**config.mk**
```make
export PLATFORM = sky130hd
export DESIGN_NAME = lsu_demux
export DESIGN_NICKNAME = d
export VERILOG_FILES = /design/src/hdl/mem_region_pkg.sv /design/src/hdl/lsu_demux.sv
export VERILOG_INCLUDE_DIRS = /design/src /design/src/hdl
export SDC_FILE = /design/constraint.sdc
export NUM_CORES = 1
export LEC_CHECK = 0
export ABC_AREA = 1
export BUFFER_PORTS_ARGS = -buffer_cell sky130_fd_sc_hd__buf_2
export CORE_AREA = 2 2 117 119
export DETAILED_ROUTE_END_ITERATION = 6
export DIE_AREA = 0 0 119 121
export PLACE_DENSITY = 0.5
export SLEW_MARGIN = 30
export SYNTH_ARGS = -nofsm -noshare
export SYNTH_HDL_FRONTEND = slang
export SYNTH_SLANG_ARGS = --single-unit
export TNS_END_PERCENT = 10
```
**constraint.sdc**
```tcl
create_clock -name clk -period 1.64 [get_ports clk]
set_input_delay 0.164 -clock clk [delete_from_list [all_inputs] [get_ports clk]]
set_output_delay 0.164 -clock clk [all_outputs]
set_load 0.02 [all_outputs]
```
**src/hdl/mem_region_defs.svh**
```systemverilog
`ifndef MEM_REGION_DEFS_SVH
`define MEM_REGION_DEFS_SVH

// Data RAM depth as word-index bits (1024 words)
`define RAM_ADDR_WIDTH 10

// Bus word and byte enables
`define DATA_WIDTH 32
`define BE_WIDTH 4

// Address field compared against the region tag
`define REGION_MSB 31
`define REGION_LSB 20
`define REGION_RESET 12'h001

// Configuration register map
`define APB_ADDR_WIDTH 4
`define CFG_REGION_OFFSET 4'h0

`endif
```
**src/hdl/mem_region_pkg.sv**
```systemverilog
`default_nettype none

`include "mem_region_defs.svh"

package mem_region_pkg;

  // One data or address word
  typedef logic [`DATA_WIDTH-1:0] word_t;

  typedef logic [`BE_WIDTH-1:0] be_t;

  // Word index into the data RAM
  typedef logic [`RAM_ADDR_WIDTH-1:0] ram_addr_t;

  typedef logic [`REGION_MSB-`REGION_LSB:0] region_t;

  // Where the response of the last granted request comes from
  typedef enum logic {
    TGT_RAM = 1'b0,
    TGT_EXT = 1'b1
  } target_e;

endpackage

`default_nettype wire

```
**src/hdl/lsu_demux.sv**
```systemverilog
`default_nettype none
`timescale 1ns/1ns

`include "mem_region_defs.svh"

module lsu_demux import mem_region_pkg::*;
(
  input  logic      clk,
  input  logic      rst_n,

  input  region_t   region_i,

  // Load/store port
  input  logic      lsu_req_i,
  input  word_t     lsu_addr_i,
  input  logic      lsu_we_i,
  input  be_t       lsu_be_i,
  input  word_t     lsu_wdata_i,
  output logic      lsu_gnt_o,
  output logic      lsu_rvalid_o,
  output word_t     lsu_rdata_o,

  // Local RAM side
  output logic      loc_req_o,
  output ram_addr_t loc_addr_o,
  output logic      loc_we_o,
  output be_t       loc_be_o,
  output word_t     loc_wdata_o,
  input  logic      loc_gnt_i,
  input  logic      loc_rvalid_i,
  input  word_t     loc_rdata_i,

  // External bus side
  output logic      ext_req_o,
  output word_t     ext_addr_o,
  output logic      ext_we_o,
  output be_t       ext_be_o,
  output word_t     ext_wdata_o,
  input  logic      ext_gnt_i,
  input  logic      ext_rvalid_i,
  input  word_t     ext_rdata_i
);

  target_e tgt_q;
  logic    is_local;

  assign is_local = (lsu_addr_i[`REGION_MSB:`REGION_LSB] == region_i);

  assign loc_req_o = lsu_req_i & is_local;
  assign ext_req_o = lsu_req_i & ~is_local;

  // Byte address down to RAM word index
  assign loc_addr_o  = lsu_addr_i[`RAM_ADDR_WIDTH+1:2];
  assign loc_we_o    = lsu_we_i;
  assign loc_be_o    = lsu_be_i;
  assign loc_wdata_o = lsu_wdata_i;

  assign ext_addr_o  = lsu_addr_i;
  assign ext_we_o    = lsu_we_i;
  assign ext_be_o    = lsu_be_i;
  assign ext_wdata_o = lsu_wdata_i;

  assign lsu_gnt_o = (loc_req_o & loc_gnt_i) | (ext_req_o & ext_gnt_i);

  // Remember where the accepted transfer went
  always_ff @(posedge clk, negedge rst_n)
  begin
    if (!rst_n)
    begin
      tgt_q <= TGT_RAM;
    end
    else if (lsu_gnt_o)
    begin
      tgt_q <= is_local ? TGT_RAM : TGT_EXT;
    end
  end

  // Response comes from the recorded target
  always_comb
  begin
    if (tgt_q == TGT_EXT)
    begin
      lsu_rvalid_o = ext_rvalid_i;
      lsu_rdata_o  = ext_rdata_i;
    end
    else
    begin
      lsu_rvalid_o = loc_rvalid_i;
      lsu_rdata_o  = loc_rdata_i;
    end
  end

endmodule

`default_nettype wire

```
==> out/qor.csv <==
stage,metric,value,unit
sta,clock skew,0,ps
route,Routed WL,4239,um
placed_design,Post-Place Cells,413,
route,drt initial violations,12,
power,Power Internal,196.3,uW
sta,RSZ-0062 raised after global routing,false,
synth,register bit total from synthesis,1,
grt,initial antenna violation count,0,
synth,Synth area leader,buf_4,
floorplan,Die X,119,um
floorplan,Die Y,121,um
synth,Area contributors post-synth,"buf_4 (56%), mux2_2 (24%), nand2_1 (6.0%), inv_1 (3.4%), nor2_1 (3.4%)",
sta,setup TNS,0,ps
power,maximum vdd drop,58.79,uV
layout,most frequent cells in the layout,"buf_2 (142), mux2_2 (33), nand2_1 (25), inv_1 (14), nor2_1 (14)",
route,Vias per Instance,3.080,
layout,"most common cell after layout, fill and taps aside",buf_2,
clock_network,Clock Latency Late Sink,0,ps
critical_path,crit start category,primary input,
grt,gr usage total,4.758,%
placed_design,DP Wirelength,3827,um
layout,Biggest register,tgt_q,
sta,Final Hold Violating Endpoints,0,
grt,largest net degree at the start of global routing,35,
floorplan,I/O pins,304,
worst_hold_path,worst hold path class,primary input to output port,
route,DRC Markers,0,
synth,Synth Instances,214,
critical_path,CP Data Arrival Time,1160,ps
synth,Netlist cell types,12,
sta,setup violators final,0,
route,DR WL/cell,10.24,um
placed_design,# port buffers,142,
power,static leakage power,0.0009181,uW
synth,Mean Syn Cell Area,7.303,um^2
synth,sequential cell area fraction in the yosys report,1.601,%
sta,fin crit period,1328,ps
placed_design,cell area after placement,1604,um^2
critical_path,CP required,1480,ps
synth,Synth Cell Area,1563,um^2
synth,yosys synthesis warning count,0,
critical_path,kind of critical path,primary input to output port,
power,proportion of power drawn by flip-flops and latches,6.7,%
layout,nets@finish,392,
layout,Fill cells,1512,
sta,worst rel slew slack,81.05,%
floorplan,die footprint,14400,um^2
critical_path,Worst setup EP type,output port,
grt,vias in the first global route,1159,
power,NetSw,179.0,uW
floorplan,core region area,13090,um^2
synth,syn nets,366,
layout,ANT cells,0,
power,Cell Pwr Density,232.5,nW/um^2
grt,total congestion overflow,0,
sta,Max Slew Vio Count,0,
route,post-route ant nets,0,
floorplan,row count,42,
floorplan,Initial Util,11.94,%
route,Detailed Routing Iterations Pass 1,4,
placed_design,Final GP Congestion,0.6942,
clock_network,setup bufs post-CTS,0,
power,Logic pwr share,93.3,%
layout,fraction of layout cells with a size suffix above 1,74.79,%
layout,final non-filler cell total,414,
layout,Layout area overhead,3.283,%
job,max-cap viol count,0,
route,Vias,1275,
power,Clk network pwr share,0,%
layout,Final Instance Area,1614,um^2
synth,Synth top area share,55.72,%
power,Switching Fraction,47.69,%
sta,Slew @ Worst Pin,283.2,ps
layout,max FFs per register,1,
critical_path,worst-path fanout max,3,
sta,final worst path period share,80.98,%
grt,first-pass GRT wire length,5554,um
run_status,status,"finished, final reports clean",
sta,FMAX,753.0,MHz
layout,Regs by FF count,tgt_q: 1 flops,
[metrics by stage]
step                      total power, uW  utilization [%]  setup slack (ps)  hold WS (ps)
final                               375.3            12.34             312.0         328.0
after global placement              374.7            12.26             277.9        -60.12
after floorplan                     579.3                -             464.1        -131.6
after CTS                           381.4            12.34             266.3         328.1
after global routing                404.9            12.34             144.3         328.0
after detailed placement            378.2            12.26             269.0        -60.15
[cells by family (layout without fill, tap and decap cells)]
group,after synthesis,count (layout),share of synthesized area [%]
buffers and inverters,134,158,61.57
flip-flops,1,1,1.601
XOR/XNOR,4,4,2.242
AND/OR/NAND/NOR,42,42,10.81
multiplexers,33,33,23.78
[power by group through the flow]
| stage | Clock [uW] | Combinational [uW] | Sequential, uW |
|---|---|---|---|
| floorplan | 0 | 554 | 25.1 |
| global placement | 0 | 350 | 25.1 |
| detailed placement | 0 | 353 | 25.1 |
| CTS | 0 | 356 | 25.1 |
| global route | 0 | 380 | 25.1 |
| finish | 0 | 350 | 25.1 |
[per-layer routing]
metal | track usage (%) | vias to the layer above | wire length, um
met4 | 1.042 | 0 | 89
li1 | - | 595 | -
met2 | 8.764 | 159 | 2008
met5 | 0 | - | 0
met3 | 3.618 | 11 | 892
met1 | 4.065 | 510 | 1248
[final cells by class]
type	instances	area (um^2)	area share, %
inverters	14	52.55	3.256
multi-input cells	79	575.6	35.66
flip-flops and latches	1	25.02	1.550
repair buffers	144	740.7	45.89
well taps	176	220.2	13.64
[cell usage after synthesis]
library cell / count
buf_4: 116
mux2_2: 33
nand2_1: 25
inv_1: 14
nor2_1: 14
xnor2_1: 4
buf_6: 3
buf_2: 1
dfrtp_1: 1
nand3_2: 1
nand4_1: 1
nor2_2: 1
[what timing repair did]
item | in CTS | in global routing
hold buffers | 1 | 0
hold endpoints to repair | 1 | 0
resized for setup | 0 | 0
[worst max-delay path, stage by stage]
cell	delay [ps]
buf_2	100
xnor2_1	150
nand2_1	60
nor2_1	250
nand2_1	160
nand3_2	90
nand2_1	40
buf_2	150
[final timing paths]
path / cells after the start / slack (ps) / end / from
worst max-delay path: 8 / 310 / lsu_gnt_o / region_i[3]
worst min-delay path: 0 / 330 / ext_addr_o[16] / lsu_addr_i[16]
worst max register to register: 3 / 830 / tgt_q / tgt_q
worst min register to register: 3 / 740 / tgt_q / tgt_q
max in group asynchronous: 2 / 1080 / tgt_q / rst_n
min in group asynchronous: 2 / 470 / tgt_q / rst_n
Power figures use the tool's default switching activity.
