### config.mk
export PLATFORM = sky130hd
export DESIGN_NAME = region_cfg_apb
export DESIGN_NICKNAME = d
export VERILOG_FILES = /design/src/hdl/mem_region_pkg.sv /design/src/hdl/region_cfg_apb.sv
export VERILOG_INCLUDE_DIRS = /design/src /design/src/hdl
export SDC_FILE = /design/constraint.sdc
export NUM_CORES = 1
export LEC_CHECK = 0
export CORE_MARGIN = 4
export CORE_UTILIZATION = 45
export DETAILED_ROUTE_END_ITERATION = 10
export DONT_BUFFER_PORTS = 1
export GPL_TIMING_DRIVEN = 1
export PLACE_DENSITY = 0.58
export REMOVE_ABC_BUFFERS = 1
export SYNTH_ARGS = -nofsm -noshare
export SYNTH_HDL_FRONTEND = slang
export SYNTH_SLANG_ARGS = --single-unit
### constraint.sdc
create_clock -name clk -period 3.18 [get_ports clk]
set_clock_uncertainty 0.1 [all_clocks]
set_input_delay 0.477 -clock clk [delete_from_list [all_inputs] [get_ports clk]]
set_output_delay 0.477 -clock clk [all_outputs]
set_load 0.1 [all_outputs]
### src/hdl/mem_region_defs.svh
`ifndef MEM_REGION_DEFS_SVH
`define MEM_REGION_DEFS_SVH

// Data RAM depth as word-index bits (1024 words)
`define RAM_ADDR_WIDTH 10

// Bus word and byte enables
`define DATA_WIDTH 32
`define BE_WIDTH 4

// Address field compared against the region tag
`define REGION_MSB 31
`define REGION_LSB 20
`define REGION_RESET 12'h001

// Configuration register map
`define APB_ADDR_WIDTH 4
`define CFG_REGION_OFFSET 4'h0

`endif
### src/hdl/mem_region_pkg.sv
`default_nettype none

`include "mem_region_defs.svh"

package mem_region_pkg;

  // One data or address word
  typedef logic [`DATA_WIDTH-1:0] word_t;

  typedef logic [`BE_WIDTH-1:0] be_t;

  // Word index into the data RAM
  typedef logic [`RAM_ADDR_WIDTH-1:0] ram_addr_t;

  typedef logic [`REGION_MSB-`REGION_LSB:0] region_t;

  // Where the response of the last granted request comes from
  typedef enum logic {
    TGT_RAM = 1'b0,
    TGT_EXT = 1'b1
  } target_e;

endpackage

`default_nettype wire

### src/hdl/region_cfg_apb.sv
`default_nettype none
`timescale 1ns/1ns

`include "mem_region_defs.svh"

module region_cfg_apb import mem_region_pkg::*;
(
  input  logic                       clk,
  input  logic                       rst_n,

  input  logic                       psel_i,
  input  logic                       penable_i,
  input  logic                       pwrite_i,
  input  logic [`APB_ADDR_WIDTH-1:0] paddr_i,
  input  word_t                      pwdata_i,
  output word_t                      prdata_o,
  output logic                       pready_o,
  output logic                       pslverr_o,

  output region_t                    region_o
);

  region_t region_q;
  logic    reg_hit;
  logic    access;

  assign reg_hit = (paddr_i == `CFG_REGION_OFFSET);

  // Access phase of an APB transfer
  assign access = psel_i & penable_i;

  always_ff @(posedge clk, negedge rst_n)
  begin
    if (!rst_n)
    begin
      region_q <= `REGION_RESET;
    end
    else if (access && pwrite_i && reg_hit)
    begin
      region_q <= pwdata_i[`REGION_MSB-`REGION_LSB:0];
    end
  end

  // Tag read back zero-extended
  always_comb
  begin
    prdata_o = '0;
    if (psel_i && !pwrite_i && reg_hit)
    begin
      prdata_o = word_t'(region_q);
    end
  end

  // No wait states
  assign pready_o = 1'b1;

  // Unmapped offsets flag an error and leave the tag alone
  assign pslverr_o = access & ~reg_hit;

  assign region_o = region_q;

endmodule

`default_nettype wire

==> flow_summary.ini, run 1 <==
[cells_and_area]
fin_cells = 98
ant_cells = 0
num-nets-final = 124
largest_register_ffs = 12
drive_above_1_share = 0.4268
syn2layout_area_growth_pct = 7.865

[grt]
grt_start_max_net_pins = 13
globalRoute.totalOverflow = 0
grt_util_met2 = 0.2159
antenna_found_initial = 0
first_global_vias = 460
groute.layer.met1.usage = 0.1292
top_usage_layer = met2
grt.total_usage = 0.1235
first_pass_grt_wire_length_mm = 2.270
gr-usage-met3 = 0.03916

[critical_path]
worstPathCellList = and2_1 -> buf_4
rr_endpoint = region_o[8]
worst-path-max-fanout = 3
setup.worst_path.class = flop to output pin
cpPeakStageDelay_ns = 0.95
critPathLaunchType = flop
crit_path_slowest_cell = sky130_fd_sc_hd__dfrtp_1
critical_path.endpoint_type = output pin
r2r_slack_ns = 1.77
cp_data_arrival_time_ns = 1.75
regToRegStartpoint = region_o[8]
data_required_time_of_the_worst_path_ns = 2.60
r2r.worst_path.cells = 1

[synth]
synthesis.instances = 66
synth_cell_types = 14
fraction_of_synthesized_cell_area_taken_by_the_top_area_cell_type = 0.3531
synth.most_common_cell = sky130_fd_sc_hd__buf_4
postSynth.asyncResetShare = 1.000
synth_edf_count = 0
netlist.top_cell.by_area = sky130_fd_sc_hd__dfrtp_1
synth_top_cells_by_count = sky130_fd_sc_hd__buf_4, sky130_fd_sc_hd__and2_1, sky130_fd_sc_hd__dfrtp_1, sky130_fd_sc_hd__mux2_4
ys.flop_type = sky130_fd_sc_hd__dfrtp_1
synth-seq-cells = 12
synth_top_cells_by_area = sky130_fd_sc_hd__dfrtp_1, sky130_fd_sc_hd__buf_4, sky130_fd_sc_hd__mux2_4
mapped_cell_area_sq_um = 779.5
syn_area_per_cell_sq_um = 11.81
yosysWarnings = 0
ys_seq_area_frac = 0.3868

[routing]
avgRoutedWirePerCell_um = 15.64
vias = 451
via_per_inst = 4.602
firstDrtPassIters = 4
detail_route.iter0.violations = 2
route.detailed.drc = 0
antenna_violating_nets_left = 0
routed_wl_mm = 1.533

[clock_network]
tritoncts = built
skew_pair_late_insertion_delay_ns = 0.27
max-clock-path-buffers = 2
ctsRootBufferMaster = sky130_fd_sc_hd__clkbuf_4
cts_inserted_buffers = 3
cts_clk_pin_slew_worst_paths_ns = 0.07
clock_tree.htree_level_count = 1
cts_setup_buffers = 0
clock_sink_total = 12

[power_and_ir_drop]
vdd_ir_drop_max_v = 0.0003746
power_frac_clock = 0.165
internal-power_uw = 253.2
pwr-share-seq = 0.522
netSwitchingPower_uw = 349.4
power_frac_comb = 0.313
switching_share = 0.5798
power-per-cell-area_nw_per_um2 = 716.7
leakage_component_of_the_power_uw = 0.0004512

[worst_hold_path]
whs_path_depth = 1
hold_end = region_o[4]
tightest_hold_check_type = input port to flop
hold_start = pwdata_i[4]

[floorplan]
die_area_sq_um = 2462
floorplan.die.width_um = 49.62
floorplan.initialDensity = 0.4944
fp.dieH_um = 49.62
core_sq_um = 1577
core.rowCount = 14
design.portCount = 87

[status]
outcome = finished clean

[timing]
final.min_clock_period_ns = 2.329
unrepaired_setup_endpoints_after_global_routing = false
finalHoldViolations = 0
final.period_utilization = 0.7325
setup_viol_count_final = 0
timing.setup.tns_ns = 0
report.final.slew_viol_count = 0
worstMarginPinSlew_ns = 0.9262
timing.slew.headroom = 0.3825
fmax_ghz = 0.4293

[place]
post-place-cells = 93
place_hpwl_mm = 1.226
place_congestion = 0.6052
portBuffers = 0

[job]
max_cap_violations = 0
-- worst max-delay path: cells and delay by family, from the launching register on --
family / cells / cell delay [ns]
buffers and inverters: 1 / 0.29
flip-flops: 1 / 0.95
AND/OR/NAND/NOR: 1 / 0.23
-- timing repair --
item	in CTS	in global routing
hold buffers	1	0
endpoints found under the hold margin	12	0
resized for setup	0	0
-- layout by cell type, fill, tap and decap left out, types with 2 or more instances in the layout --
cell type,count
sky130_fd_sc_hd__clkbuf_4,3
sky130_fd_sc_hd__buf_4,15
sky130_fd_sc_hd__conb_1,21
sky130_fd_sc_hd__and2_1,12
sky130_fd_sc_hd__mux2_4,10
sky130_fd_sc_hd__mux2_2,2
sky130_fd_sc_hd__dfrtp_1,11
-- worst max path at each step --
stage | slack [ns] | endpoint | from | depth (start not counted)
6_report | 0.85 | prdata_o[7] | region_o[7] | 2
3_5_place_dp | 0.91 | prdata_o[5] | paddr_i[3] | 4
5_1_grt | 0.76 | prdata_o[10] | region_o[10] | 2
3_3_place_gp | 0.97 | prdata_o[8] | paddr_i[3] | 4
2_1_floorplan | 0.77 | prdata_o[0] | paddr_i[3] | 3
4_1_cts | 0.83 | prdata_o[8] | region_o[8] | 2
-- per-stage QoR --
stage	utilization	worst slack, ns	hold WS (ns)	cell area, sq um	power [uW]
2_1_floorplan	-	0.7676	0.08141	669.4	486.5
3_3_place_gp	0.5103	0.9688	0.08180	804.5	500.7
3_5_place_dp	0.5103	0.9103	0.08175	804.5	503.3
4_1_cts	0.5333	0.8348	0.2377	840.8	608.2
5_1_grt	0.5333	0.7563	0.2184	840.8	628.0
6_report	0.5333	0.8507	0.2441	840.8	602.6
-- cell families (layout without fill, tap and decap cells) --
logic type             count (synthesis)  after routing  synth area share
flip-flops                            12             12            0.3868
other                                  2             21          0.009634
buffers and inverters                 23             20            0.2327
AND/OR/NAND/NOR                       17             17            0.1493
multiplexers                          12             12            0.2215
-- cell type report --
cell class / count / area, sq um
Fill cell: 140 / 735.7
Multi-Input combinational cell: 50 / 370.4
Sequential cell: 12 / 301.5
Timing Repair Buffer: 16 / 122.6
Clock buffer: 4 / 26.28
Tap cell: 16 / 20.02
-- power groups by stage --
stage	Combinational, uW	Clock, uW	Sequential (uW)
3_3_place_gp	183	0	318
5_1_grt	193	117	319
3_5_place_dp	184	0	319
4_1_cts	189	104	316
6_report	189	99.3	315
2_1_floorplan	147	0	339
-- metal layers --
layer | vias up | routed length (um)
met5 | - | 0
met4 | 0 | 6
met3 | 2 | 188
met2 | 46 | 792
met1 | 201 | 545
li1 | 202 | -
No activity file was read; power rests on OpenSTA's default activity.
==> inputs of run 2 (changes only) <==
- ABC_AREA: unset -> 1
- CORE_ASPECT_RATIO: unset -> 1.5
- clock period: 3.18 -> 2.18 ns (I/O delays scaled with it)
==> flow_summary.ini, run 2 <==
[synth]
synthesis.instances = 110
synth-seq-cells = 12
synth_edf_count = 0
ys.flop_type = sky130_fd_sc_hd__dfrtp_1
syn_area_per_cell_sq_um = 8.622
yosysWarnings = 0
synth_cell_types = 18
synth_top_cells_by_area = sky130_fd_sc_hd__dfrtp_1, sky130_fd_sc_hd__buf_4, sky130_fd_sc_hd__o21bai_2
postSynth.asyncResetShare = 1.000
fraction_of_synthesized_cell_area_taken_by_the_top_area_cell_type = 0.2902
synth.most_common_cell = sky130_fd_sc_hd__buf_4
mapped_cell_area_sq_um = 948.4
synth_top_cells_by_count = sky130_fd_sc_hd__buf_4, sky130_fd_sc_hd__inv_1, sky130_fd_sc_hd__nand2_1, sky130_fd_sc_hd__nand4_1
netlist.top_cell.by_area = sky130_fd_sc_hd__dfrtp_1
ys_seq_area_frac = 0.3179

[cells_and_area]
num-nets-final = 178
num-fill-cells = 184
syn2layout_area_growth_pct = 32.19
ant_cells = 0
layout_commonest_cell = sky130_fd_sc_hd__conb_1
final_cell_mix = sky130_fd_sc_hd__conb_1, sky130_fd_sc_hd__buf_4, sky130_fd_sc_hd__inv_1, sky130_fd_sc_hd__nor2_2, sky130_fd_sc_hd__nand2_1
largest_register_ffs = 12
drive_above_1_share = 0.4559

[worst_hold_path]
whs_path_depth = 2
tightest_hold_check_type = input port to flop

[clock_network]
clock_sink_total = 12
ctsRootBufferMaster = sky130_fd_sc_hd__clkbuf_4
post_cts.resized_instances = 0
clock_tree.htree_level_count = 1
skew_pair_late_insertion_delay_ns = 0.26
cts_inserted_buffers = 3
tritoncts = built
cts_clk_pin_slew_worst_paths_ns = 0.07
max-clock-path-buffers = 2

[grt]
gr-usage-met3 = 0.02817
first_pass_grt_wire_length_mm = 3.367
first_global_vias = 776
grt_start_max_net_pins = 15
groute.layer.met1.usage = 0.1757
top_usage_layer = met2
globalRoute.totalOverflow = 0
antenna_found_initial = 0
grt.total_usage = 0.1538
grt_util_met2 = 0.2710

[power_and_ir_drop]
power.total_uw = 1164
power-per-cell-area_nw_per_um2 = 928.5
power_frac_comb = 0.626
switching_share = 0.6001
internal-power_uw = 465.5
power_frac_clock = 0.124
leakage_component_of_the_power_uw = 0.0006244
vdd_ir_drop_max_v = 0.0005010
netSwitchingPower_uw = 698.5
pwr-share-seq = 0.249

[timing]
final.period_utilization = 0.7490
final.min_clock_period_ns = 1.633
timing.setup.tns_ns = 0
setup_viol_count_final = 0
fmax_ghz = 0.6124
finalHoldViolations = 0
worstMarginPinSlew_ns = 0.5796
fin_hold_ws_ns = 0.07406
timing.slew.headroom = 0.6123
unrepaired_setup_endpoints_after_global_routing = false
setup_slack_ns = 0.5471
report.final.slew_viol_count = 0

[routing]
routed_wl_mm = 2.128
vias = 772
antenna_violating_nets_left = 0
detail_route.iter0.violations = 9
via_per_inst = 4.886
avgRoutedWirePerCell_um = 13.47
route.detailed.drc = 0
firstDrtPassIters = 4

[critical_path]
r2r.worst_path.cells = 3
worst-path-max-fanout = 2
critical_path.endpoint_type = output pin
setup.worst_path.class = flop to output pin
crit_path_slowest_cell = sky130_fd_sc_hd__dfstp_2
worstPathCellList = inv_1 -> nor2_2 -> buf_12
cp_data_arrival_time_ns = 1.21
cp.depth = 3
number_of_buffers_and_inverters_on_the_critical_path = 2
cpPeakStageDelay_ns = 0.54
cell_type_group_with_the_largest_total_delay_on_the_critical_path = flip-flops
data_required_time_of_the_worst_path_ns = 1.75
critPathLaunchType = flop

[floorplan]
fp.dieH_um = 64.23
design.portCount = 87
floorplan.initialDensity = 0.4679
die_area_sq_um = 2921
floorplan.die.width_um = 45.49
core.rowCount = 20
core_sq_um = 2027

[place]
place_congestion = 0.7346
portBuffers = 0
placement.setup.worst_slack_ns = 0.6776
place_hpwl_mm = 1.672

[job]
max_cap_violations = 0

[status]
outcome = finished clean
## run 2: cell count changes in the layout (fill, tap and decap cells not counted), moves of 2 or more
cell                       delta
sky130_fd_sc_hd__o21bai_2    +10
sky130_fd_sc_hd__inv_1       +13
sky130_fd_sc_hd__mux2_4      -10
sky130_fd_sc_hd__buf_4        +2
sky130_fd_sc_hd__nor2_2      +12
sky130_fd_sc_hd__nor2_4       +2
sky130_fd_sc_hd__and2_1      -12
sky130_fd_sc_hd__nand2_1     +12
sky130_fd_sc_hd__nand4_1     +12
sky130_fd_sc_hd__o21bai_1     +2
sky130_fd_sc_hd__buf_12      +12
sky130_fd_sc_hd__mux2_2       -2
## run 2: cells by family (layout without fill, tap and decap cells)
kind of cell	Yosys count	count (layout)	synth area share
other	2	21	0.007919
flip-flops	12	12	0.3179
AND/OR/NAND/NOR	43	43	0.2652
buffers and inverters	40	47	0.2691
AO/OA/AOI/OAI	13	13	0.1398
## run 2: final cells by class
class	instances	area (sq um)	share of cell area
Clock buffer	4	26.28	0.02096
Inverter	13	48.80	0.03892
Multi-Input combinational cell	77	471.7	0.3762
Sequential cell	12	301.5	0.2405
Tap cell	22	27.53	0.02196
Timing Repair Buffer	30	377.9	0.3014
## run 2: metal layers
metal  wire [um]  vias up
met1         692      367
met4           8        0
met3         201        2
li1            -      362
met2        1226       41
met5           0        -
## run 2: path summary, 6_finish.rpt
check | startpoint | slack, ns | end
max | region_o[0] | 0.55 | prdata_o[0]
min | pwdata_i[0] | 0.07 | region_o[0]
max reg2reg | region_o[0] | 1.20 | region_o[0]
min reg2reg | region_o[0] | 0.49 | region_o[0]
max in group asynchronous | rst_n | 1.21 | region_o[4]
min in group asynchronous | rst_n | 0.39 | region_o[10]
## run 2: metrics by stage
step	cells	area, sq um	util
after detailed placement	153	1217	0.6006
final	158	1254	0.6185
after CTS	158	1254	0.6185
after global placement	153	1217	0.6006
after floorplan	102	813.3	-
after global routing	158	1254	0.6185
## run 2: power by group through the flow
stage / Clock, uW / Sequential [uW] / Combinational, uW
final: 145 / 290 / 729
after global routing: 171 / 298 / 754
after CTS: 154 / 291 / 732
after detailed placement: 0 / 295 / 725
after global placement: 0 / 294 / 721
after floorplan: 0 / 620 / 288
## run 2: what timing repair did
action                                 in CTS  in global routing
hold buffers                                1                  0
buffers inserted                            0                  0
endpoints found under the hold margin      12                  0
