`config.mk`:
```
export PLATFORM = sky130hd
export DESIGN_NAME = ram_mux
export DESIGN_NICKNAME = d
export VERILOG_FILES = /design/src/hdl/mem_region_pkg.sv /design/src/hdl/ram_mux.sv
export VERILOG_INCLUDE_DIRS = /design/src /design/src/hdl
export SDC_FILE = /design/constraint.sdc
export NUM_CORES = 1
export LEC_CHECK = 0
export ABC_AREA = 1
export BUFFER_PORTS_ARGS = -buffer_cell sky130_fd_sc_hd__buf_2
export CAP_MARGIN = 20
export CORE_AREA = 2 2 94 96
export CTS_CLUSTER_DIAMETER = 120
export DETAILED_ROUTE_END_ITERATION = 8
export DIE_AREA = 0 0 96 98
export PLACE_DENSITY = 0.62
export RECOVER_POWER = 100
export SYNTH_ARGS = -nofsm -noshare
export SYNTH_HDL_FRONTEND = slang
export SYNTH_SLANG_ARGS = --single-unit
```
`constraint.sdc`:
```
create_clock -name clk -period 1 [get_ports clk]
set_input_delay 0.05 -clock clk [delete_from_list [all_inputs] [get_ports clk]]
set_output_delay 0.05 -clock clk [all_outputs]
set_load 0.02 [all_outputs]
```
`src/hdl/mem_region_defs.svh`:
```
`ifndef MEM_REGION_DEFS_SVH
`define MEM_REGION_DEFS_SVH

// Data RAM depth as word-index bits (1024 words)
`define RAM_ADDR_WIDTH 10

// Bus word and byte enables
`define DATA_WIDTH 32
`define BE_WIDTH 4

// Address field compared against the region tag
`define REGION_MSB 31
`define REGION_LSB 20
`define REGION_RESET 12'h001

// Configuration register map
`define APB_ADDR_WIDTH 4
`define CFG_REGION_OFFSET 4'h0

`endif
```
`src/hdl/mem_region_pkg.sv`:
```
`default_nettype none

`include "mem_region_defs.svh"

package mem_region_pkg;

  // One data or address word
  typedef logic [`DATA_WIDTH-1:0] word_t;

  typedef logic [`BE_WIDTH-1:0] be_t;

  // Word index into the data RAM
  typedef logic [`RAM_ADDR_WIDTH-1:0] ram_addr_t;

  typedef logic [`REGION_MSB-`REGION_LSB:0] region_t;

  // Where the response of the last granted request comes from
  typedef enum logic {
    TGT_RAM = 1'b0,
    TGT_EXT = 1'b1
  } target_e;

endpackage

`default_nettype wire

```
`src/hdl/ram_mux.sv`:
```
`default_nettype none
`timescale 1ns/1ns

module ram_mux import mem_region_pkg::*;
(
  input  logic      clk,
  input  logic      rst_n,

  // Loader port, always wins
  input  logic      ld_req_i,
  input  ram_addr_t ld_addr_i,
  input  logic      ld_we_i,
  input  be_t       ld_be_i,
  input  word_t     ld_wdata_i,
  output word_t     ld_rdata_o,

  // Core port
  input  logic      core_req_i,
  input  ram_addr_t core_addr_i,
  input  logic      core_we_i,
  input  be_t       core_be_i,
  input  word_t     core_wdata_i,
  output logic      core_gnt_o,
  output logic      core_rvalid_o,
  output word_t     core_rdata_o,

  // Single-port RAM
  output logic      ram_en_o,
  output ram_addr_t ram_addr_o,
  output logic      ram_we_o,
  output be_t       ram_be_o,
  output word_t     ram_wdata_o,
  input  word_t     ram_rdata_i
);

  logic rvalid_q;

  // Loader back-pressure stalls the core
  assign core_gnt_o = core_req_i & ~ld_req_i;

  assign ram_en_o    = ld_req_i | core_req_i;
  assign ram_addr_o  = ld_req_i ? ld_addr_i  : core_addr_i;
  assign ram_we_o    = ld_req_i ? ld_we_i    : core_we_i;
  assign ram_be_o    = ld_req_i ? ld_be_i    : core_be_i;
  assign ram_wdata_o = ld_req_i ? ld_wdata_i : core_wdata_i;

  // RAM answers one cycle after the grant
  always_ff @(posedge clk, negedge rst_n)
  begin
    if (!rst_n)
    begin
      rvalid_q <= 1'b0;
    end
    else
    begin
      rvalid_q <= core_gnt_o;
    end
  end

  assign core_rvalid_o = rvalid_q;

  assign ld_rdata_o   = ram_rdata_i;
  assign core_rdata_o = ram_rdata_i;

endmodule

`default_nettype wire

```
==> results of run 1 <==
[per-layer routing]
| layer | global-route usage [%] | vias up |
|---|---|---|
| met5 | 0 | - |
| met4 | 4.84 | 0 |
| met3 | 1.16 | 35 |
| met2 | 13.5 | 106 |
| met1 | 5.17 | 592 |
| li1 | - | 739 |
[power breakdown]
| group | leakage (nW) | switching, mW | total, mW | internal [mW] |
|---|---|---|---|---|
| combinational | 0.923 | 0.449 | 0.740 | 0.291 |
| sequential | 0.0129 | 0.00111 | 0.0444 | 0.0433 |
| clock | 0 | 0 | 0 | 0 |
| total | 0.936 | 0.450 | 0.785 | 0.334 |
[cells in the final DEF, fill, tap and decap left out]
cell type                       count
sky130_fd_sc_hd__nand2_1          142
sky130_fd_sc_hd__inv_2              1
sky130_fd_sc_hd__clkbuf_1          42
sky130_fd_sc_hd__nor2_1             1
sky130_fd_sc_hd__dlygate4sd3_1      1
sky130_fd_sc_hd__inv_1              1
sky130_fd_sc_hd__dfrtp_1            1
sky130_fd_sc_hd__buf_2            105
sky130_fd_sc_hd__buf_12             3
[final cells by class]
type | instances | area, sq um
sequential | 1 | 25.0
timing repair buffer | 151 | 753
multi-input combinational | 143 | 537
fill | 1007 | 7010
tap | 108 | 135
inverter | 2 | 7.51
[final timing paths]
path,to,slack [ns],cells after the start
hold / removal,core_rdata_o[26],0.10,0
setup / recovery,ram_wdata_o[2],0.14,5
max in group asynchronous,core_rvalid_o,0.54,2
min in group asynchronous,core_rvalid_o,0.37,2
[critical path: cells and delay by family]
family / cells / cell delay, ns
buffers and inverters: 3 / 0.59
AND/OR/NAND/NOR: 2 / 0.16
[cell families after synthesis]
kind of cell  after synthesis  synth area share, %
buf+inv                    76                 49.4
simple gates              143                 48.4
flops                       1                 2.25
[what timing repair did]
item / CTS / global route
gates resized for setup: 0 / 0
hold buffers: 1 / 0
endpoints found under the hold margin: 1 / 0
==> implementation parameters, run 1 <==
Parameter                              Value

Run status
  Result of the run ... finished clean

Power and ir drop
  Leakage ... just over 0.9 nW
  Peak ir drop on the vdd network ... 0.000111 V
  Sum of internal, switching and leakage power ... 0.785 mW
  Power per cell area ... 538 nW/um^2

Floorplan
  Width of the chip ... 96 microns
  Die area ... 9410 sq um
  Top-level port count ... 244
  Site row count ... 34
  Core Region ... 8470 sq um
  Vertical die dimension ... 98 microns
  Initial core utilization ... 13.1%

Timing
  Count of endpoints failing hold in the final timing report ... 0
  Period utilisation layout ... 86.0%
  Aggregate negative setup slack ... 0 ns
  Worst Setup Slack, final ... 0.140 ns
  Setup violators final ... 0
  Minimum hold slack ... about 0.10 ns
  Relative slew slack ... 82.3%
  Pin slew with the least headroom to its limit ... 0.266 ns
  Unrepaired setup endpoints after global routing ... no
  F_max ... 1160 MHz
  Count of pins over their slew limit ... 0
  Time the worst path needs with I/O delays and setup ... 0.860 ns

Worst setup path
  Path type of the worst setup path ... input port to output pin
  Cell breakdown of the critical path ... buf_2, buf_12, nand2_1, nand2_1, clkbuf_1
  Slowest cell delay on critical path ... between 0.2 and 0.25 ns
  CP Max Fanout ... 48
  Cell mode on critical path ... sky130_fd_sc_hd__nand2_1
  Arrival time reported for the critical path endpoint ... 0.81 ns
  Critical Path End Type ... output pin
  Startpoint types ... input port
  Worst-path cell with the longest stage delay ... sky130_fd_sc_hd__clkbuf_1
  Data required time at the worst endpoint ... 0.95 ns
  Worst Setup SP ... ld_req_i

Drt
  Total Wirelength ... 3850 microns
  Met2 wire len ... 1860 microns
  Highest routed layer ... met4
  Met1 WL ... roughly 1200 microns
  First-pass iteration count of the detailed router ... 4
  Total met3 wirelength after detailed routing ... 530 microns
  Via count ... 1472
  Number of DRC markers after the initial detailed-route iteration ... 14
  Post-detailed-route via-to-cell ratio ... 3.63
  Number of antenna-violating nets in the routed design ... 0
  Count of unresolved DRC violations after routing ... 0
  Average routed wire per standard cell ... ~9.5 microns

Logic synthesis
  Mean instance size in the synthesized netlist ... 5.04 sq um
  Most frequently used flop master after synthesis ... sky130_fd_sc_hd__dfrtp_1
  Synthesis-stage register bit count ... 1
  Number of synthesized flops with an enable pin ... 0
  Top cells by instance count after synthesis ... sky130_fd_sc_hd__nand2_1, sky130_fd_sc_hd__buf_4, sky130_fd_sc_hd__buf_2
  Sequential element share of the synthesized area ... 2.25%
  Fraction of post-synthesis cell area in the top cell type by area ... 48.0%
  Syn Std Cell Area ... 1110 sq um
  Post-synth cell types ... 8
  Cells taking the most area after synthesis ... sky130_fd_sc_hd__nand2_1, sky130_fd_sc_hd__buf_4, sky130_fd_sc_hd__dfrtp_1, sky130_fd_sc_hd__buf_2, sky130_fd_sc_hd__clkbuf_1
  Number of cells produced by synthesis ... 220
  Synth async-reset ratio ... 100%
  Ys Warns ... 0
  Net count of the mapped netlist ... 350
  Cell taking the most area after synthesis ... sky130_fd_sc_hd__nand2_1
  Library cell with the highest instance count after synthesis ... sky130_fd_sc_hd__nand2_1

Global route
  Total track usage ... 6.59%
  Largest net degree at the start of global routing ... 49
  First-pass GRT wire length ... 5180 microns
  Number of global-route vias before repair ... 1253
  GR Overflow Total ... 0
  Antenna violations before repair ... 0

Placement
  Number of cells after detailed placement ... 404
  Worst setup slack before clock tree synthesis ... 0.195 ns
  Number of buffers added on ports ... 147
  Sum of net half-perimeters after detailed placement ... 3290 microns
  Routability congestion estimate ... 0.639
  Area post-placement ... 1500 sq um

Finish
  Post-layout net count ... 429
  Post-Layout Inst Area ... between 1000 and 1500 sq um
  Syn-to-layout area delta ... 31.3%
  Antenna diodes ... 0
  Final core utilization ... 17.2%
  Post-route non-filler standard cell count ... 405
  Fraction of layout cells with a size suffix above 1 ... roughly 37%
  Number of flip-flops under the largest register name ... 1

CTS
  Number of buffers inserted by post-CTS setup repair ... 0

Hold path
  Class of the tightest hold or removal check ... input port to output pin
  Worst Hold Launch ... ram_rdata_i[26]

Run
  Max-capacitance violation count ... 0
Power figures use the tool's default switching activity.
==> inputs of run 2 (changes only) <==
RECOVER_POWER = 50   (was 100)
==> implementation parameters, run 2 (synthesis gave the netlist of run 1 again) <==
Parameter                              Value

Global route
  Total track usage ... 6.59% (unchanged)
  Largest net degree at the start of global routing ... 49 (unchanged)
  GR Overflow Total ... 0 (unchanged)
  Number of global-route vias before repair ... 1253 (unchanged)
  Antenna violations before repair ... 0 (unchanged)
  First-pass GRT wire length ... 5180 microns (unchanged)

Worst setup path
  Data required time at the worst endpoint ... 0.95 ns (about the same)
  Family with the most delay on the worst path ... buffers and inverters (unchanged)
  Buffer and inverter count on the worst path ... 3 (unchanged)
  Critical Path End Type ... output pin (unchanged)
  Path type of the worst setup path ... input port to output pin (unchanged)
  CP Max Fanout ... 48 (unchanged)
  Cell breakdown of the critical path ... buf_2, buf_12, nand2_1, nand2_1, buf_2 (was buf_2, buf_12, nand2_1, nand2_1, clkbuf_1)
  Slowest cell delay on critical path ... 0.23 ns (was 0.24 ns)
  Startpoint types ... input port (unchanged)
  Worst-path cell with the longest stage delay ... sky130_fd_sc_hd__buf_12 (was sky130_fd_sc_hd__clkbuf_1)
  Arrival time reported for the critical path endpoint ... 0.74 ns (was 0.81 ns)

Timing
  Time the worst path needs with I/O delays and setup ... 0.791 ns (was 0.860 ns)
  Worst Setup Slack, final ... 0.209 ns (was 0.140 ns)
  F_max ... 1260 MHz (was 1160 MHz)
  Count of pins over their slew limit ... 0 (unchanged)
  Count of endpoints failing hold in the final timing report ... 0 (unchanged)
  Relative slew slack ... 86.2% (was 82.3%)
  Unrepaired setup endpoints after global routing ... no (unchanged)
  Period utilisation layout ... 79.1% (was 86.0%)
  Setup violators final ... 0 (unchanged)
  Pin slew with the least headroom to its limit ... 0.206 ns (was 0.266 ns)
  Minimum hold slack ... 0.100 ns (unchanged)
  Aggregate negative setup slack ... 0 ns (unchanged)

CTS
  Total of cells resized after clock tree synthesis ... 0 (unchanged)
  Number of buffers inserted by post-CTS setup repair ... 0 (unchanged)

Placement
  Number of buffers added on ports ... 147 (unchanged)
  Sum of net half-perimeters after detailed placement ... 3290 microns (unchanged)
  Worst setup slack before clock tree synthesis ... 0.195 ns (unchanged)
  Routability congestion estimate ... 0.639 (unchanged)

Run status
  Result of the run ... finished clean (unchanged)

Drt
  Highest routed layer ... met4 (unchanged)
  Average routed wire per standard cell ... 9.47 microns (was 9.52 microns)
  Total met3 wirelength after detailed routing ... 495 microns (was 530 microns)
  Total Wirelength ... 3840 microns (was 3850 microns)
  Number of DRC markers after the initial detailed-route iteration ... 11 (was 14)
  Met2 wire len ... 1860 microns (about the same)
  Number of antenna-violating nets in the routed design ... 0 (unchanged)
  Met1 WL ... 1190 microns (was 1180 microns)
  Count of unresolved DRC violations after routing ... 0 (unchanged)
  First-pass iteration count of the detailed router ... 4 (unchanged)
  Via count ... 1476 (was 1472)
  Post-detailed-route via-to-cell ratio ... 3.64 (was 3.63)

Finish
  Fraction of layout cells with a size suffix above 1 ... 50.8% (was 36.7%)
  Final core utilization ... 17.8% (was 17.2%)
  Post-layout net count ... 429 (unchanged)
  Syn-to-layout area delta ... 36.1% (was 31.3%)
  Commonest non-fill, non-tap cell in the layout ... sky130_fd_sc_hd__buf_2 (was sky130_fd_sc_hd__nand2_1)
  Number of flip-flops under the largest register name ... 1 (unchanged)
  Most used cells in the layout excluding fill and tap cells ... sky130_fd_sc_hd__buf_2, sky130_fd_sc_hd__nand2_1, sky130_fd_sc_hd__buf_12 (was sky130_fd_sc_hd__nand2_1, sky130_fd_sc_hd__buf_2, sky130_fd_sc_hd__clkbuf_1)
  Fillcell total ... 984 (was 1007)
  Antenna diodes ... 0 (unchanged)

Floorplan
  Width of the chip ... 96 microns (unchanged)
  Die area ... 9410 sq um (unchanged)
  Initial core utilization ... 13.1% (unchanged)
  Vertical die dimension ... 98 microns (unchanged)
  Core Region ... 8470 sq um (unchanged)
  Top-level port count ... 244 (unchanged)
  Site row count ... 34 (unchanged)

Power and ir drop
  Portion of total power attributed to combinational logic ... 94.6% (was 94.3%)
  Fraction of power consumed by sequential logic ... 5.4% (was 5.7%)
  Internal power ... 0.371 mW (was 0.334 mW)
  Power per cell area ... 541 nW/um^2 (was 538 nW/um^2)
  P_sw ... 0.446 mW (was 0.450 mW)
  Fraction of power spent switching nets ... 54.6% (was 57.4%)
  Leakage ... 1.06 nW (was 0.936 nW)
  Peak ir drop on the vdd network ... 0.000116 V (was 0.000111 V)
  Clock network power share ... 0% (about the same)
  Sum of internal, switching and leakage power ... 0.816 mW (was 0.785 mW)

Hold path
  Class of the tightest hold or removal check ... input port to output pin (unchanged)

Run
  Max-capacitance violation count ... 0 (unchanged)
==> run 2: changes by cell type in the layout (fill, tap and decap cells not counted) <==
cell	before	now
sky130_fd_sc_hd__clkbuf_1	42	0
sky130_fd_sc_hd__buf_2	105	147
==> run 2: area by class of cell <==
| type | count | area (sq um) | share of cell area (%) |
|---|---|---|---|
| timing repair buffer | 151 | 806 | 53.4 |
| multi-input combinational | 143 | 537 | 35.5 |
| tap | 108 | 135 | 8.95 |
| sequential | 1 | 25.0 | 1.66 |
| inverter | 2 | 7.51 | 0.497 |
==> run 2: metrics by stage <==
step / std cells / area, sq um
2_1_floorplan: 220 / 1110
3_3_place_gp: 404 / 1500
3_5_place_dp: 404 / 1500
4_1_cts: 405 / 1510
5_1_grt: 405 / 1510
6_report: 405 / 1510
==> run 2: worst paths after layout <==
path / end / slack, ns / depth (start not counted) / startpoint
worst max-delay path: ram_addr_o[8] / 0.21 / 5 / ld_req_i
worst min-delay path: core_rdata_o[26] / 0.10 / 0 / ram_rdata_i[26]
max in group asynchronous: core_rvalid_o / 0.54 / 2 / rst_n
min in group asynchronous: core_rvalid_o / 0.37 / 2 / rst_n
==> run 2: what timing repair did <==
action	4_1_cts	5_1_grt
endpoints found under the hold margin	1	0
hold buffers	1	0
endpoints found under the setup margin	0	0
==> run 2: power by group through the flow <==
| stage | Combinational [mW] | Clock [mW] | Sequential (mW) |
|---|---|---|---|
| final | 0.772 | 0 | 0.0443 |
| after global routing | 0.858 | 0 | 0.0444 |
| after CTS | 0.781 | 0 | 0.0445 |
| after detailed placement | 0.776 | 0 | 0.0447 |
| after global placement | 0.769 | 0 | 0.0443 |
| after floorplan | 0.776 | 0 | 0.0465 |
==> run 2: per-layer routing <==
metal	vias up	track usage, %
met5	-	0
met4	0	4.84
met3	35	1.16
met2	102	13.5
met1	600	5.17
li1	739	-
